$ cat src/hw/cpu4Pkg.sv
`default_nettype none

package cpu4Pkg;

    // ------------------------------
    // Instruction fields
    // ------------------------------
    localparam int regCount = 16;            // Index registers R0..R15

    typedef logic [$clog2(regCount)-1:0] regIdxT;

    // High nibble of the instruction word
    typedef enum logic [3:0] {
        NOP    = 4'h0,
        JCN    = 4'h1,
        INC    = 4'h6,
        ADD    = 4'h8,
        SUB    = 4'h9,
        LD     = 4'hA,
        XCH    = 4'hB,
        LDM    = 4'hD,
        ACCGRP = 4'hF
    } oprE;

    // Low nibble when the opcode is ACCGRP
    typedef enum logic [3:0] {
        CLB = 4'h0,
        CLC = 4'h1,
        IAC = 4'h2,
        CMC = 4'h3,
        CMA = 4'h4,
        RAL = 4'h5,
        RAR = 4'h6,
        TCC = 4'h7,
        DAC = 4'h8,
        STC = 4'hA
    } accSubE;

    // ------------------------------
    // Internal control
    // ------------------------------
    typedef enum logic [3:0] {
        aluNop, aluLdm, aluLd,  aluXch, aluInc,
        aluAdd, aluSub, aluClb, aluIac, aluCma,
        aluRal, aluRar, aluTcc, aluDac, aluJcn
    } aluOpE;

    typedef enum logic [2:0] {
        cmKeep,
        cmFromAlu,     // Carry-out of the ALU result
        cmClear,
        cmSet,
        cmInvert
    } carryModeE;

endpackage

`default_nettype wire

$ cat src/hw/reqAckPort.sv
`timescale 1ns/1ps
`default_nettype none

module reqAckPort (
    input  wire  clk,
    input  wire  rstN,
    input  logic req,
    input  logic done,
    output logic start,
    output logic ack
);

    typedef enum logic [1:0] {stIdle, stBusy, stAcked} stateE;

    stateE state;

    always_ff @(posedge clk or negedge rstN) begin
        if (!rstN) begin
            state <= stIdle;
            start <= 1'b0;
            ack   <= 1'b0;
        end else begin
            start <= 1'b0;                       // Single-cycle pulse
            unique case (state)
                stIdle: if (req) begin
                    state <= stBusy;
                    start <= 1'b1;
                end
                stBusy: if (done) begin
                    state <= stAcked;
                    ack   <= 1'b1;
                end
                stAcked: if (!req) begin         // Host closes the handshake
                    state <= stIdle;
                    ack   <= 1'b0;
                end
                default: state <= stIdle;
            endcase
        end
    end

    // Ack only answers a request the host is still holding
    ackNeedsReq: assert property (@(posedge clk) disable iff (!rstN)
        $rose(ack) |-> $past(req));

    // Commit stage reports back only for an accepted instruction
    doneWhileBusy: assert property (@(posedge clk) disable iff (!rstN)
        done |-> state == stBusy);

endmodule

`default_nettype wire

$ cat src/hw/instrDecode.sv
`timescale 1ns/1ps
`default_nettype none

module instrDecode (
    input  wire                       clk,
    input  wire                       rstN,
    input  logic                      start,
    input  logic [7:0]                instr,
    output logic                      ctlValid,
    output cpu4Pkg::aluOpE            aluOp,
    output cpu4Pkg::carryModeE        carryMode,
    output cpu4Pkg::regIdxT           regIdx,
    output logic [3:0]                operand,
    output logic                      accWe,
    output logic                      regWe
);

    cpu4Pkg::oprE       oprCode;
    cpu4Pkg::accSubE    subCode;
    cpu4Pkg::aluOpE     aluOpNext;
    cpu4Pkg::carryModeE carryModeNext;
    logic               accWeNext;
    logic               regWeNext;

    assign oprCode = cpu4Pkg::oprE'(instr[7:4]);
    assign subCode = cpu4Pkg::accSubE'(instr[3:0]);

    // ------------------------------
    // Opcode to control fields
    // ------------------------------
    always_comb begin
        aluOpNext     = cpu4Pkg::aluNop;   // Unknown codes fall through as NOP
        carryModeNext = cpu4Pkg::cmKeep;
        accWeNext     = 1'b0;
        regWeNext     = 1'b0;
        case (oprCode)
            cpu4Pkg::JCN: aluOpNext = cpu4Pkg::aluJcn;   // Only condMet changes
            cpu4Pkg::INC: begin
                aluOpNext = cpu4Pkg::aluInc;
                regWeNext = 1'b1;
            end
            cpu4Pkg::ADD, cpu4Pkg::SUB: begin
                aluOpNext     = (oprCode == cpu4Pkg::ADD) ? cpu4Pkg::aluAdd : cpu4Pkg::aluSub;
                carryModeNext = cpu4Pkg::cmFromAlu;
                accWeNext     = 1'b1;
            end
            cpu4Pkg::LD:  {aluOpNext, accWeNext} = {cpu4Pkg::aluLd, 1'b1};
            cpu4Pkg::LDM: {aluOpNext, accWeNext} = {cpu4Pkg::aluLdm, 1'b1};
            cpu4Pkg::XCH: begin
                aluOpNext = cpu4Pkg::aluXch;
                accWeNext = 1'b1;
                regWeNext = 1'b1;
            end
            cpu4Pkg::ACCGRP: begin
                case (subCode)
                    cpu4Pkg::CLB: {aluOpNext, carryModeNext} = {cpu4Pkg::aluClb, cpu4Pkg::cmClear};
                    cpu4Pkg::CLC: carryModeNext = cpu4Pkg::cmClear;
                    cpu4Pkg::IAC: {aluOpNext, carryModeNext} = {cpu4Pkg::aluIac, cpu4Pkg::cmFromAlu};
                    cpu4Pkg::CMC: carryModeNext = cpu4Pkg::cmInvert;
                    cpu4Pkg::CMA: aluOpNext = cpu4Pkg::aluCma;
                    cpu4Pkg::RAL: {aluOpNext, carryModeNext} = {cpu4Pkg::aluRal, cpu4Pkg::cmFromAlu};
                    cpu4Pkg::RAR: {aluOpNext, carryModeNext} = {cpu4Pkg::aluRar, cpu4Pkg::cmFromAlu};
                    cpu4Pkg::TCC: {aluOpNext, carryModeNext} = {cpu4Pkg::aluTcc, cpu4Pkg::cmClear};
                    cpu4Pkg::DAC: {aluOpNext, carryModeNext} = {cpu4Pkg::aluDac, cpu4Pkg::cmFromAlu};
                    cpu4Pkg::STC: carryModeNext = cpu4Pkg::cmSet;
                    default: ;
                endcase
                // Every ACC-group op with an ALU result writes the accumulator
                accWeNext = (aluOpNext != cpu4Pkg::aluNop);
            end
            default: ;
        endcase
    end

    always_ff @(posedge clk or negedge rstN) begin
        if (!rstN) begin
            ctlValid  <= 1'b0;
            accWe     <= 1'b0;
            regWe     <= 1'b0;
            aluOp     <= cpu4Pkg::aluNop;
            carryMode <= cpu4Pkg::cmKeep;
        end else begin
            ctlValid <= start;
            accWe    <= start & accWeNext;
            regWe    <= start & regWeNext;
            if (start) begin
                aluOp     <= aluOpNext;
                carryMode <= carryModeNext;
            end
        end
    end

    always_ff @(posedge clk) begin
        if (start) begin
            regIdx  <= cpu4Pkg::regIdxT'(instr[3:0]);
            operand <= instr[3:0];                 // Immediate or JCN condition
        end
    end

    // Only XCH writes both the accumulator and a register
    dualWriteIsXch: assert property (@(posedge clk) disable iff (!rstN)
        (accWe && regWe) |-> aluOp == cpu4Pkg::aluXch);

endmodule

`default_nettype wire

$ cat src/hw/regBank.sv
`timescale 1ns/1ps
`default_nettype none

module regBank #(
    parameter int dataWidth = 4
) (
    input  wire                    clk,
    input  wire                    rstN,
    input  cpu4Pkg::regIdxT        rdIdx,
    output logic [dataWidth-1:0]   rdData,
    input  logic                   wrEn,
    input  cpu4Pkg::regIdxT        wrIdx,
    input  logic [dataWidth-1:0]   wrData
);

    logic [dataWidth-1:0] regs [cpu4Pkg::regCount];

    // ------------------------------
    // Read is combinational
    // ------------------------------
    assign rdData = regs[rdIdx];

    always_ff @(posedge clk or negedge rstN) begin
        if (!rstN) begin
            for (int i = 0; i < cpu4Pkg::regCount; i++) begin
                regs[i] <= '0;
            end
        end else if (wrEn) begin
            regs[wrIdx] <= wrData;
        end
    end

endmodule

`default_nettype wire

$ cat src/hw/aluExecute.sv
`timescale 1ns/1ps
`default_nettype none

module aluExecute #(
    parameter int dataWidth = 4
) (
    input  wire                     clk,
    input  wire                     rstN,
    input  logic                    ctlValid,
    input  cpu4Pkg::aluOpE          aluOp,
    input  cpu4Pkg::carryModeE      carryMode,
    input  cpu4Pkg::regIdxT         regIdx,
    input  logic [3:0]              operand,
    input  logic                    accWe,
    input  logic                    regWe,
    input  logic [dataWidth-1:0]    acc,
    input  logic                    carry,
    input  logic                    testPin,
    input  logic [dataWidth-1:0]    rdData,
    output cpu4Pkg::regIdxT         rdIdx,
    output logic                    exValid,
    output logic [dataWidth-1:0]    newAcc,
    output logic [dataWidth-1:0]    newReg,
    output logic                    newCarry,
    output logic                    newCondMet,
    output logic                    accWeOut,
    output logic                    regWeOut,
    output cpu4Pkg::regIdxT         wrIdx
);

    logic [dataWidth-1:0] accRes;
    logic [dataWidth-1:0] regRes;
    logic                 aluCout;
    logic                 carryRes;
    logic                 condRes;

    assign rdIdx = regIdx;

    // ------------------------------
    // Result datapath
    // ------------------------------
    always_comb begin
        accRes  = acc;
        regRes  = rdData;
        aluCout = 1'b0;
        case (aluOp)
            cpu4Pkg::aluLdm: accRes = dataWidth'(operand);     // Zero-extended immediate
            cpu4Pkg::aluLd:  accRes = rdData;
            cpu4Pkg::aluXch: begin
                accRes = rdData;
                regRes = acc;
            end
            cpu4Pkg::aluInc: regRes = rdData + 1'b1;           // Carry untouched
            cpu4Pkg::aluAdd:
                {aluCout, accRes} = {1'b0, acc} + {1'b0, rdData} + (dataWidth+1)'(carry);
            cpu4Pkg::aluSub:
                {aluCout, accRes} = {1'b0, acc} + {1'b0, ~rdData} + {{dataWidth{1'b0}}, ~carry};
            cpu4Pkg::aluClb: accRes = '0;
            cpu4Pkg::aluIac: {aluCout, accRes} = {1'b0, acc} + 1'b1;
            cpu4Pkg::aluCma: accRes = ~acc;
            cpu4Pkg::aluRal: {aluCout, accRes} = {acc, carry};   // Carry into bit 0
            cpu4Pkg::aluRar: {accRes, aluCout} = {carry, acc};   // Carry into MSB
            cpu4Pkg::aluTcc: accRes = dataWidth'(carry);
            cpu4Pkg::aluDac: {aluCout, accRes} = {1'b0, acc} + {1'b0, {dataWidth{1'b1}}};
            default: ;
        endcase
    end

    // Carry update per decoded mode
    always_comb begin
        case (carryMode)
            cpu4Pkg::cmFromAlu: carryRes = aluCout;
            cpu4Pkg::cmClear:   carryRes = 1'b0;
            cpu4Pkg::cmSet:     carryRes = 1'b1;
            cpu4Pkg::cmInvert:  carryRes = ~carry;
            default:            carryRes = carry;
        endcase
    end

    // JCN test, low for every other instruction
    assign condRes = (aluOp == cpu4Pkg::aluJcn) &
                     (operand[3] ^ ((~testPin & operand[0]) |
                                    (carry & operand[1]) |
                                    ((acc == '0) & operand[2])));

    always_ff @(posedge clk or negedge rstN) begin
        if (!rstN) begin
            exValid  <= 1'b0;
            accWeOut <= 1'b0;
            regWeOut <= 1'b0;
        end else begin
            exValid  <= ctlValid;
            accWeOut <= ctlValid & accWe;
            regWeOut <= ctlValid & regWe;
        end
    end

    always_ff @(posedge clk) begin
        if (ctlValid) begin
            newAcc     <= accRes;
            newReg     <= regRes;
            newCarry   <= carryRes;
            newCondMet <= condRes;
            wrIdx      <= regIdx;
        end
    end

endmodule

`default_nettype wire

$ cat src/hw/resultCommit.sv
`timescale 1ns/1ps
`default_nettype none

module resultCommit #(
    parameter int dataWidth = 4
) (
    input  wire                    clk,
    input  wire                    rstN,
    input  logic                   exValid,
    input  logic [dataWidth-1:0]   newAcc,
    input  logic [dataWidth-1:0]   newReg,
    input  logic                   newCarry,
    input  logic                   newCondMet,
    input  logic                   accWe,
    input  logic                   regWe,
    input  cpu4Pkg::regIdxT        wrIdx,
    output logic [dataWidth-1:0]   acc,
    output logic                   carry,
    output logic                   condMet,
    output logic                   done,
    output logic                   regWrEn,
    output cpu4Pkg::regIdxT        regWrIdx,
    output logic [dataWidth-1:0]   regWrData
);

    // ------------------------------
    // Architectural state
    // ------------------------------
    always_ff @(posedge clk or negedge rstN) begin
        if (!rstN) begin
            acc     <= '0;
            carry   <= 1'b0;
            condMet <= 1'b0;
            done    <= 1'b0;
        end else begin
            done <= exValid;
            if (exValid) begin
                if (accWe) acc <= newAcc;
                carry   <= newCarry;          // Equals old carry when kept
                condMet <= newCondMet;        // Low unless last op was JCN
            end
        end
    end

    // Register write lands on the same edge as acc
    assign regWrEn   = exValid & regWe;
    assign regWrIdx  = wrIdx;
    assign regWrData = newReg;

    // One instruction in flight, so commits never come back to back
    doneSingle: assert property (@(posedge clk) disable iff (!rstN)
        done |=> !done);

endmodule

`default_nettype wire

$ cat src/hw/cpuCore.sv
`timescale 1ns/1ps
`default_nettype none

module cpuCore #(
    parameter int dataWidth = 4
) (
    input  wire                    clk,
    input  wire                    rstN,
    input  logic [7:0]             instr,
    input  logic                   req,
    input  logic                   testPin,
    output logic                   ack,
    output logic [dataWidth-1:0]   acc,
    output logic                   carry,
    output logic                   condMet
);

    logic start, done;
    // Decode stage
    logic ctlValid, dAccWe, dRegWe;
    logic [3:0] operand;
    cpu4Pkg::aluOpE aluOp;
    cpu4Pkg::carryModeE carryMode;
    cpu4Pkg::regIdxT regIdx, rdIdx;
    // Execute stage
    logic exValid, newCarry, newCondMet, xAccWe, xRegWe;
    logic [dataWidth-1:0] newAcc, newReg, rdData;
    cpu4Pkg::regIdxT xWrIdx;
    // Register write port
    logic regWrEn;
    cpu4Pkg::regIdxT regWrIdx;
    logic [dataWidth-1:0] regWrData;

    reqAckPort reqAckPort_inst (
        .clk(clk), .rstN(rstN), .req(req), .done(done), .start(start), .ack(ack)
    );

    instrDecode instrDecode_inst (
        .clk(clk), .rstN(rstN), .start(start), .instr(instr),
        .ctlValid(ctlValid), .aluOp(aluOp), .carryMode(carryMode), .regIdx(regIdx),
        .operand(operand), .accWe(dAccWe), .regWe(dRegWe)
    );

    regBank #(.dataWidth(dataWidth)) regBank_inst (
        .clk(clk), .rstN(rstN), .rdIdx(rdIdx), .rdData(rdData),
        .wrEn(regWrEn), .wrIdx(regWrIdx), .wrData(regWrData)
    );

    aluExecute #(.dataWidth(dataWidth)) aluExecute_inst (
        .clk(clk), .rstN(rstN), .ctlValid(ctlValid), .aluOp(aluOp), .carryMode(carryMode),
        .regIdx(regIdx), .operand(operand), .accWe(dAccWe), .regWe(dRegWe), .acc(acc),
        .carry(carry), .testPin(testPin), .rdData(rdData), .rdIdx(rdIdx),
        .exValid(exValid), .newAcc(newAcc), .newReg(newReg), .newCarry(newCarry),
        .newCondMet(newCondMet), .accWeOut(xAccWe), .regWeOut(xRegWe), .wrIdx(xWrIdx)
    );

    resultCommit #(.dataWidth(dataWidth)) resultCommit_inst (
        .clk(clk), .rstN(rstN), .exValid(exValid), .newAcc(newAcc), .newReg(newReg),
        .newCarry(newCarry), .newCondMet(newCondMet), .accWe(xAccWe), .regWe(xRegWe),
        .wrIdx(xWrIdx), .acc(acc), .carry(carry), .condMet(condMet), .done(done),
        .regWrEn(regWrEn), .regWrIdx(regWrIdx), .regWrData(regWrData)
    );

endmodule

`default_nettype wire

$ cat config.mk
export PLATFORM = sky130hd
export DESIGN_NAME = cpuCore
export DESIGN_NICKNAME = d
export VERILOG_FILES = /design/src/hw/cpu4Pkg.sv /design/src/hw/reqAckPort.sv /design/src/hw/instrDecode.sv /design/src/hw/regBank.sv /design/src/hw/aluExecute.sv /design/src/hw/resultCommit.sv /design/src/hw/cpuCore.sv
export SDC_FILE = /design/constraint.sdc
export NUM_CORES = 1
export LEC_CHECK = 0
export BUFFER_PORTS_ARGS = -buffer_cell sky130_fd_sc_hd__buf_2
export CAP_MARGIN = 20
export CORE_MARGIN = 4
export CORE_UTILIZATION = 63
export CTS_CLUSTER_DIAMETER = 60
export DETAILED_ROUTE_END_ITERATION = 7
export PLACE_DENSITY = 0.81
export RECOVER_POWER = 100
export SYNTH_ARGS = -nofsm -noshare
export SYNTH_HDL_FRONTEND = slang
export SYNTH_HIERARCHICAL = 1
export SYNTH_SLANG_ARGS = --single-unit
$ cat constraint.sdc
create_clock -name clk -period 4.6 [get_ports clk]
set_clock_uncertainty 0.1 [all_clocks]
set_input_delay 0 -clock clk [delete_from_list [all_inputs] [get_ports clk]]
set_output_delay 0 -clock clk [all_outputs]
set_load 0.005 [all_outputs]
==> impl_metrics.yaml, run 1 <==
outcome:
  status: "finished with violations"
  violations: "max-capacitance violations, max-slew violations"
cells_and_area:
  syn_to_final_growth_pct: 3.393
  nets: 543
  layout_commonest_cell: "dfrtp_1"
  fin_util_pct: 67.36
  final_cell_mix: "88 x dfrtp_1, 67 x mux2_2, 32 x nand2_1, 30 x nor2_1, 20 x o21ai_0"
  drive_above_1_share_pct: 22.56
  diodes: 0
floorplan:
  dieArea_sq_um: 11230
  die-height_microns: 106.0
  pin_count: 19
  start_util_pct: 65.15
  die_x_microns: 106.0
  row_count: 35
  core_sq_um: 9284
timing:
  fmax_mhz: 243.9
  slew_headroom_pct: -19.73
  rsz0062_at_grt: "false"
  worst_slew_pin_slew_ps: 1796
  final_hold_viol_count: 0
  finalCritPeriodShare_pct: 89.14
  post-route-min-period_ps: 4100
  whs_ps: 197.0
  setup_viol_count_final: 0
  maxSlewViolCount: 75
  setup_tns_ps: 0
pwr:
  leakage_uw: 0.002725
  p_total_uw: 2472
  swShare_pct: 37.02
  ir_drop_uv: 235.4
  intPower_uw: 1557
  p_clk_share_pct: 23.1
  power_frac_seq_pct: 54.0
  p_switching_uw: 915.1
  comb_power_share_pct: 22.9
  pwr_density_cell_nw_per_um2: 395.3
place:
  numPortBuffers: 18
  place.gp.congestion: 0.9215
  dp_hpwl_mm: 8.591
synth:
  synth.area.top_cells: "dfrtp_1 36%, mux2_2 13%, edfxtp_1 8.9%, mux4_2 6.0%, buf_4 3.0%"
  ys_warn_count: 6
  syn_area_sq_um: 6048
  synth_area_per_cell_sq_um: 11.56
  async_reset_ff_share_pct: 83.02
  ys_types: 67
  synth_top_area_share_pct: 36.41
  synth_edf_count: 18
  synth_seq_cells: 106
  synth_flop_cell: "dfrtp_1"
  synth_seq_area_share_pct: 45.35
  synth.largest_area_cell: "dfrtp_1"
  post_synth_inst_count: 523
  synth_fp_nets: 548
clocking:
  cts_setup_buffers: 0
  htree_levels: 3
  clk_latency_ps: 380
  ctsResizeCount: 0
  cts_tree: "done"
  cts_hold_buf: 12
  cts_buffers: 9
  clkTransAtPathRegs_ps: 110
  clkSinkCount: 106
  cts_root_buffer: "clkbuf_8"
  clock_path_buffers: 2
critical_path:
  cpMaxStageDelayCell: "edfxtp_1"
  cp-start-kind: "flop"
  arrival_ps: 4140
  path_cells: "buf_4 -> mux4_2 -> nand3_1 -> nand3_1 -> fa_1 -> fa_1 -> nor3b_1 -> a31oi_1 -> o22ai_1 -> a2111o_1"
  cp_data_required_time_ps: 4640
  crit_path_max_incr_delay_ps: 760
  crit_path_end_kind: "flop"
  rrSetupSlack_ps: 500
  path_class: "flop to flop"
  worst-path-max-fanout: 11
global_route:
  grt_max_degree: 75
  grt_pass1_vias: 4202
  antenna_found_initial: 0
  gr-total-overflow: 0
  grt_pass1_wl_mm: 21.62
  grt_usage_pct: 24.47
routing:
  wl_per_cell_microns: 19.64
  drc: 0
  dr.first_iter.drc_count: 376
  vias: 4190
  vias_per_cell: 6.426
  dr.pass1.iters: 6
  routed_wirelength_mm: 12.81
  ant_nets: 0
worst_hold_path:
  min_path_type: "primary input to flop"
job:
  maxCapViolations: 1
[kinds of logic (layout without fill, tap and decap cells)]
logic type / count (synthesis) / after routing / synth area share, %
simple gates: 147 / 147 / 13.16
flops: 106 / 106 / 45.35
xor+xnor: 8 / 8 / 1.159
fa+ha+maj: 13 / 13 / 3.186
mux: 95 / 95 / 20.79
compound gates: 86 / 86 / 9.888
buf+inv: 68 / 68 / 6.475
[power groups by stage]
stage	registers (uW)	logic, uW	clock network, uW
floorplan	1160	603	0
global placement	1340	535	0
detailed placement	1350	555	0
CTS	1330	571	585
global route	1360	629	627
finish	1330	567	570
[critical path: cells and delay by family (launching register included)]
family / cells / cell delay [ps]
fa+ha+maj: 2 / 1060
flops: 1 / 760
compound gates: 3 / 650
mux: 1 / 510
simple gates: 3 / 450
buf+inv: 1 / 330
[metrics by stage]
stage	std cells	worst slack, ps	area, sq um
floorplan	523	859.6	6048
global placement	624	554.5	6005
detailed placement	624	493.6	6005
CTS	652	481.4	6316
global route	652	217.8	6254
finish	652	499.6	6254
[final cells by class]
class	instances	area, sq um
sequential	106	2743
multi-input combinational	349	2867
clock inverter	7	67.56
inverter	19	71.32
tap	129	161.4
clock buffer	9	123.9
timing repair buffer	33	220.2
fill	690	3030
[cell usage after synthesis (all sizes together) (4+ instances only)]
library cell  count
a221oi            4
xnor2             5
a21oi            14
nor3             15
nand3            15
nor2b             9
fa                4
a22oi             7
buf              39
o21a              4
edfxtp           18
o21ai            21
a31oi             6
inv              19
or3               5
mux4             16
mux2i             6
dfrtp            88
clkbuf           10
o22ai             8
ha                9
nor2             30
nand2            33
nand3b            7
nor3b             4
nand2b           13
mux2             73
[final timing paths]
check / startpoint / endpoint / depth (start not counted)
setup reg to reg: instrDecode_inst/operand[0] / aluExecute_inst/newAcc[1] / 10
max in group asynchronous: rstN / resultCommit_inst/condMet / 3
hold reg to reg: aluExecute_inst/newAcc[1] / resultCommit_inst/acc[1] / 1
hold / removal: testPin / aluExecute_inst/newCondMet / 5
min in group asynchronous: rstN / resultCommit_inst/acc[1] / 3
setup / recovery: instrDecode_inst/operand[0] / aluExecute_inst/newAcc[1] / 10
[routing by layer]
layer / GRT usage [%] / vias up / part of all wire [%]
li1: - / 1888 / -
met1: 35.96 / 2103 / 44
met2: 37.16 / 172 / 47
met3: 4.614 / 27 / 6.4
met4: 7.956 / 0 / 2.2
met5: 0 / - / 0
[state kept, by name, summed over array words and instances (netlist names), 2 cells and up]
name,count
aluExecute_inst/newAcc,4
reqAckPort_inst/state,2
instrDecode_inst/carryMode,3
aluExecute_inst/newReg,4
regBank_inst/regs,64
aluExecute_inst/wrIdx,4
resultCommit_inst/acc,4
instrDecode_inst/aluOp,4
instrDecode_inst/operand,4
Note: power is estimated with default switching activity, not from simulation.
==> inputs of run 2 (changes only) <==
--- a/config.mk
+++ b/config.mk
@@ -5,13 +5,13 @@
 export SDC_FILE = /design/constraint.sdc
 export NUM_CORES = 1
 export LEC_CHECK = 0
-export BUFFER_PORTS_ARGS = -buffer_cell sky130_fd_sc_hd__buf_2
+export BUFFER_PORTS_ARGS = -buffer_cell sky130_fd_sc_hd__clkbuf_2
 export CAP_MARGIN = 20
 export CORE_MARGIN = 4
-export CORE_UTILIZATION = 63
+export CORE_UTILIZATION = 61
 export CTS_CLUSTER_DIAMETER = 60
 export DETAILED_ROUTE_END_ITERATION = 7
-export PLACE_DENSITY = 0.81
+export PLACE_DENSITY = 0.78
 export RECOVER_POWER = 100
 export SYNTH_ARGS = -nofsm -noshare
 export SYNTH_HDL_FRONTEND = slang
==> constraint.sdc (replaced) <==
create_clock -name clk -period 4.7 [get_ports clk]
set_clock_uncertainty 0.1 [all_clocks]
set_input_delay 0 -clock clk [delete_from_list [all_inputs] [get_ports clk]]
set_output_delay 0 -clock clk [all_outputs]
set_load 0.005 [all_outputs]
==> impl_metrics.yaml, run 2 (same netlist as run 1, synthesis figures left out) <==
clocking:
  cts_root_buffer: "clkbuf_8"
  ctsResizeCount: 0
  clkSinkCount: 106
  clk_latency_ps: 370
  cts_tree: "done"
  clock_path_buffers: 2
  htree_levels: 3
  cts_buffers: 9
  clkTransAtPathRegs_ps: 100
pwr:
  p_total_uw: 2405
  pwr_density_cell_nw_per_um2: 384.0
  ir_drop_uv: 272.6
  leakage_uw: 0.002722
critical_path:
  cp-start-kind: "flop"
  rrSetupSlack_ps: 740
  r2r_start: "instrDecode_inst/operand[1]"
  rr_worst_depth: 10
  cp_data_required_time_ps: 4730
  crit_path_end_kind: "flop"
  arrival_ps: 3990
  setup.worst_path.start: "instrDecode_inst/operand[1]"
  worst-path-max-fanout: 13
  worstReg2RegEnd: "aluExecute_inst/newAcc[1]"
  path_class: "flop to flop"
global_route:
  grt_usage_pct: 23.51
  grt_pass1_wl_mm: 21.05
  grt_max_degree: 89
  gr-total-overflow: 0
  grt_pass1_vias: 4145
  antenna_found_initial: 0
timing:
  setup_viol_count_final: 0
  fmax_mhz: 252.4
  worst_slew_pin_slew_ps: 1970
  post-route-min-period_ps: 3962
  slew_headroom_pct: -31.34
  maxSlewViolCount: 35
  rsz0062_at_grt: "false"
  setup_tns_ps: 0
  finalCritPeriodShare_pct: 84.29
  final_hold_viol_count: 0
place:
  place.gp.congestion: 0.9476
  numPortBuffers: 18
  dp_hpwl_mm: 8.914
cells_and_area:
  regMostFlops: "regBank_inst/regs"
  nets: 543
  final_cell_mix: "88 x dfrtp_1, 65 x mux2_2, 32 x nand2_1, 30 x nor2_1, 20 x o21ai_0"
  layout_commonest_cell: "dfrtp_1"
  n_fill_cell: 797
  syn_to_final_growth_pct: 3.558
  largest_reg_flops: 64
  drive_above_1_share_pct: 21.41
  diodes: 0
floorplan:
  dieArea_sq_um: 11570
  pin_count: 19
  die-height_microns: 107.6
  start_util_pct: 62.17
  row_count: 36
  die_x_microns: 107.6
  core_sq_um: 9729
routing:
  dr.pass1.iters: 5
  vias_per_cell: 6.284
  routed_wirelength_mm: 12.83
  ant_nets: 0
  wl_per_cell_microns: 19.56
  dr.first_iter.drc_count: 317
  drc: 0
  vias: 4122
worst_hold_path:
  min_to: "aluExecute_inst/newCondMet"
  min_path_type: "primary input to flop"
  min_path_cells: 5
  min_from: "testPin"
outcome:
  status: "finished with violations"
  violations: "max-capacitance violations, max-slew violations"
job:
  maxCapViolations: 1
[run 2: worst max path at each step]
| stage | end | slack (ps) | cells past startpoint |
|---|---|---|---|
| after floorplan | aluExecute_inst/newCarry | 960 | 14 |
| final | aluExecute_inst/newAcc[1] | 740 | 10 |
| after global placement | aluExecute_inst/newCarry | 970 | 10 |
| after detailed placement | aluExecute_inst/newAcc[1] | 900 | 9 |
| after global routing | aluExecute_inst/newAcc[3] | 460 | 12 |
| after CTS | aluExecute_inst/newAcc[1] | 910 | 9 |
[run 2: layer usage]
| layer | up-vias | track usage [%] | part of all wire (%) |
|---|---|---|---|
| met2 | 148 | 37.97 | 50 |
| met4 | 0 | 10.46 | 3.9 |
| li1 | 1885 | - | - |
| met3 | 35 | 4.019 | 5.1 |
| met5 | - | 0 | 0 |
| met1 | 2054 | 31.30 | 41 |
[run 2: what timing repair did]
action	in CTS	in global routing
setup buffers	0	0
hold buffers	11	0
endpoints found under the hold margin	102	0
endpoints found under the setup margin	0	0
[run 2: critical path: stages (launching register included)]
cell and delay [ps]:
edfxtp_1 760, clkbuf_1 370, mux4_2 360, nand3_1 100, nand3_1 320, fa_1 540
fa_1 510, nor3b_1 50, a31oi_1 160, o22ai_1 100, a2111o_1 370
[run 2: area by class of cell]
type	count	area [sq um]	share of cell area, %
Clock buffer	10	148.9	2.377
Clock inverter	6	43.79	0.6992
Inverter	19	71.32	1.139
Multi-Input combinational cell	349	2860	45.67
Sequential cell	106	2743	43.79
Tap cell	133	166.4	2.657
Timing Repair Buffer	33	230.2	3.676
[run 2: per-stage QoR]
step / cells / setup WS, ps / hold WS (ps) / utilization (%) / instance area (sq um)
6_report: 656 / 738.4 / 154.8 / 64.38 / 6264
5_1_grt: 656 / 460.0 / 164.9 / 64.38 / 6264
4_1_cts: 655 / 906.3 / 137.8 / 64.88 / 6312
3_5_place_dp: 628 / 901.0 / 160.0 / 61.77 / 6010
3_3_place_gp: 628 / 972.2 / 143.3 / 61.77 / 6010
2_1_floorplan: 523 / 959.6 / -395.6 / - / 6048
[run 2: where the power goes]
group          internal (uW)  switching, uW
clock network            230            316
registers               1040            260
logic                    271            285
==> inputs of run 3 (changes only) <==
==> constraint.sdc (replaced) <==
create_clock -name clk -period 3.9 [get_ports clk]
set_clock_uncertainty 0.1 [all_clocks]
set_input_delay 0 -clock clk [delete_from_list [all_inputs] [get_ports clk]]
set_output_delay 0 -clock clk [all_outputs]
set_load 0.005 [all_outputs]
==> impl_metrics.yaml, run 3 (same netlist as run 1, synthesis figures left out) <==
outcome:
  status: "finished with violations"
  violations: "max-capacitance violations, max-slew violations"
floorplan:
  start_util_pct: 62.17
  pin_count: 19
  dieArea_sq_um: 11570
  row_count: 36
  die-height_microns: 107.6
  die_x_microns: 107.6
  core_sq_um: 9729
routing:
  drc: 0
  ant_nets: 0
  dr.first_iter.drc_count: 222
  vias_per_cell: 6.193
  wl_per_cell_microns: 18.98
  vias: 4081
  dr.pass1.iters: 5
  routed_wirelength_mm: 12.51
place:
  dp_hpwl_mm: 8.679
  numPortBuffers: 18
  place.gp.congestion: 0.9418
  pre_cts_slack_ps: 365.7
timing:
  slew_headroom_pct: -51.72
  finalCritPeriodShare_pct: 89.67
  worst_slew_pin_slew_ps: 2276
  post-route-min-period_ps: 3497
  fmax_mhz: 285.9
  maxSlewViolCount: 46
  whs_ps: 140.4
  rsz0062_at_grt: "false"
  final_hold_viol_count: 0
  setup_tns_ps: 0
  layout_setup_ws_ps: 402.8
  setup_viol_count_final: 0
pwr:
  ir_drop_uv: 425.2
  pwr_density_cell_nw_per_um2: 469.7
  leakage_uw: 0.002742
critical_path:
  cp-start-kind: "flop"
  worst-path-max-fanout: 11
  arrival_ps: 3540
  cp_data_required_time_ps: 3940
  rrSetupSlack_ps: 400
  path_class: "flop to flop"
  crit_path_end_kind: "flop"
  worstReg2RegEnd: "aluExecute_inst/newCarry"
  r2r_start: "instrDecode_inst/operand[0]"
  rr_worst_depth: 11
worst_hold_path:
  min_to: "aluExecute_inst/newCondMet"
  min_path_type: "primary input to flop"
  min_from: "testPin"
  min_path_cells: 5
clocking:
  ctsResizeCount: 0
  cts_root_buffer: "clkbuf_8"
  cts_tree: "done"
  clkTransAtPathRegs_ps: 110
  clk_latency_ps: 370
  cts_buffers: 9
  htree_levels: 3
  clkSinkCount: 106
  clock_path_buffers: 2
cells_and_area:
  final_cell_mix: "88 x dfrtp_1, 66 x mux2_2, 32 x nand2_1, 30 x nor2_1, 20 x o21ai_0"
  nets: 546
  syn_to_final_growth_pct: 3.931
  n_fill_cell: 787
  layout_commonest_cell: "dfrtp_1"
  diodes: 0
  largest_reg_flops: 64
  drive_above_1_share_pct: 22.24
  regMostFlops: "regBank_inst/regs"
global_route:
  grt_max_degree: 89
  antenna_found_initial: 0
  grt_pass1_wl_mm: 21.07
  grt_pass1_vias: 4157
  gr-total-overflow: 0
  grt_usage_pct: 23.34
job:
  maxCapViolations: 1
## run 3: cell types whose count changed in the layout (fill, tap and decap cells not counted), moves of 2 or more
cell	before	now
inv_4	0	2
inv_6	2	0
buf_4	1	3
clkinv_2	3	1
bufinv_16	0	2
clkbuf_2	8	12
## run 3: through the flow
| step | cells | total power (uW) | instance area [sq um] | utilization, % |
|---|---|---|---|---|
| floorplan | 523 | 2081 | 6048 | - |
| global placement | 631 | 2222 | 6032 | 62.00 |
| detailed placement | 631 | 2249 | 6032 | 62.00 |
| CTS | 658 | 2976 | 6351 | 65.28 |
| global route | 659 | 3114 | 6286 | 64.61 |
| finish | 659 | 2953 | 6286 | 64.61 |
## run 3: worst max path at each step
stage                                      from                        to  slack, ps  cells after the start
floorplan           instrDecode_inst/operand[0]  aluExecute_inst/newCarry        160                     14
global placement    instrDecode_inst/operand[0]  aluExecute_inst/newCarry        430                     11
detailed placement  instrDecode_inst/operand[0]  aluExecute_inst/newCarry        370                     11
CTS                 instrDecode_inst/operand[0]  aluExecute_inst/newCarry        360                     11
global route                               rstN     regBank_inst/regs[20]        150                      3
finish              instrDecode_inst/operand[0]  aluExecute_inst/newCarry        400                     11
## run 3: layout make-up
| cell class | instances | area (sq um) | area share [%] |
|---|---|---|---|
| clock buffer | 11 | 131.4 | 2.090 |
| clock inverter | 5 | 77.57 | 1.234 |
| inverter | 19 | 71.32 | 1.135 |
| multi-input combinational | 349 | 2867 | 45.60 |
| sequential | 106 | 2743 | 43.63 |
| tap | 133 | 166.4 | 2.647 |
| timing repair buffer | 36 | 230.2 | 3.662 |
## run 3: repair_timing
action | CTS | global route
hold buffers | 11 | 0
buffers inserted | 0 | 0
endpoints found under the hold margin | 102 | 0
## run 3: report_power, final
part,internal (uW),switching (uW),total [uW]
Clock,362,362,724
Sequential,1260,284,1540
Combinational,329,358,687
## run 3: routing by layer
metal | wire [microns] | share of wire, % | vias to the layer above | global-route usage [%]
met5 | 0 | 0 | - | 0
met1 | 5444 | 44 | 2064 | 31.68
li1 | - | - | 1898 | -
met3 | 605 | 4.8 | 18 | 3.839
met4 | 187 | 1.5 | 0 | 8.115
met2 | 6275 | 50 | 101 | 38.28
## run 3: worst max-delay path, stage by stage, from the launching register on
cell,delay [ps]
edfxtp_1,450
buf_4,270
mux4_2,520
nand3_1,90
nand3_1,180
fa_1,470
fa_1,420
a21oi_1,160
nor2_1,50
o21ai_0,150
a21oi_1,80
o311a_1,320
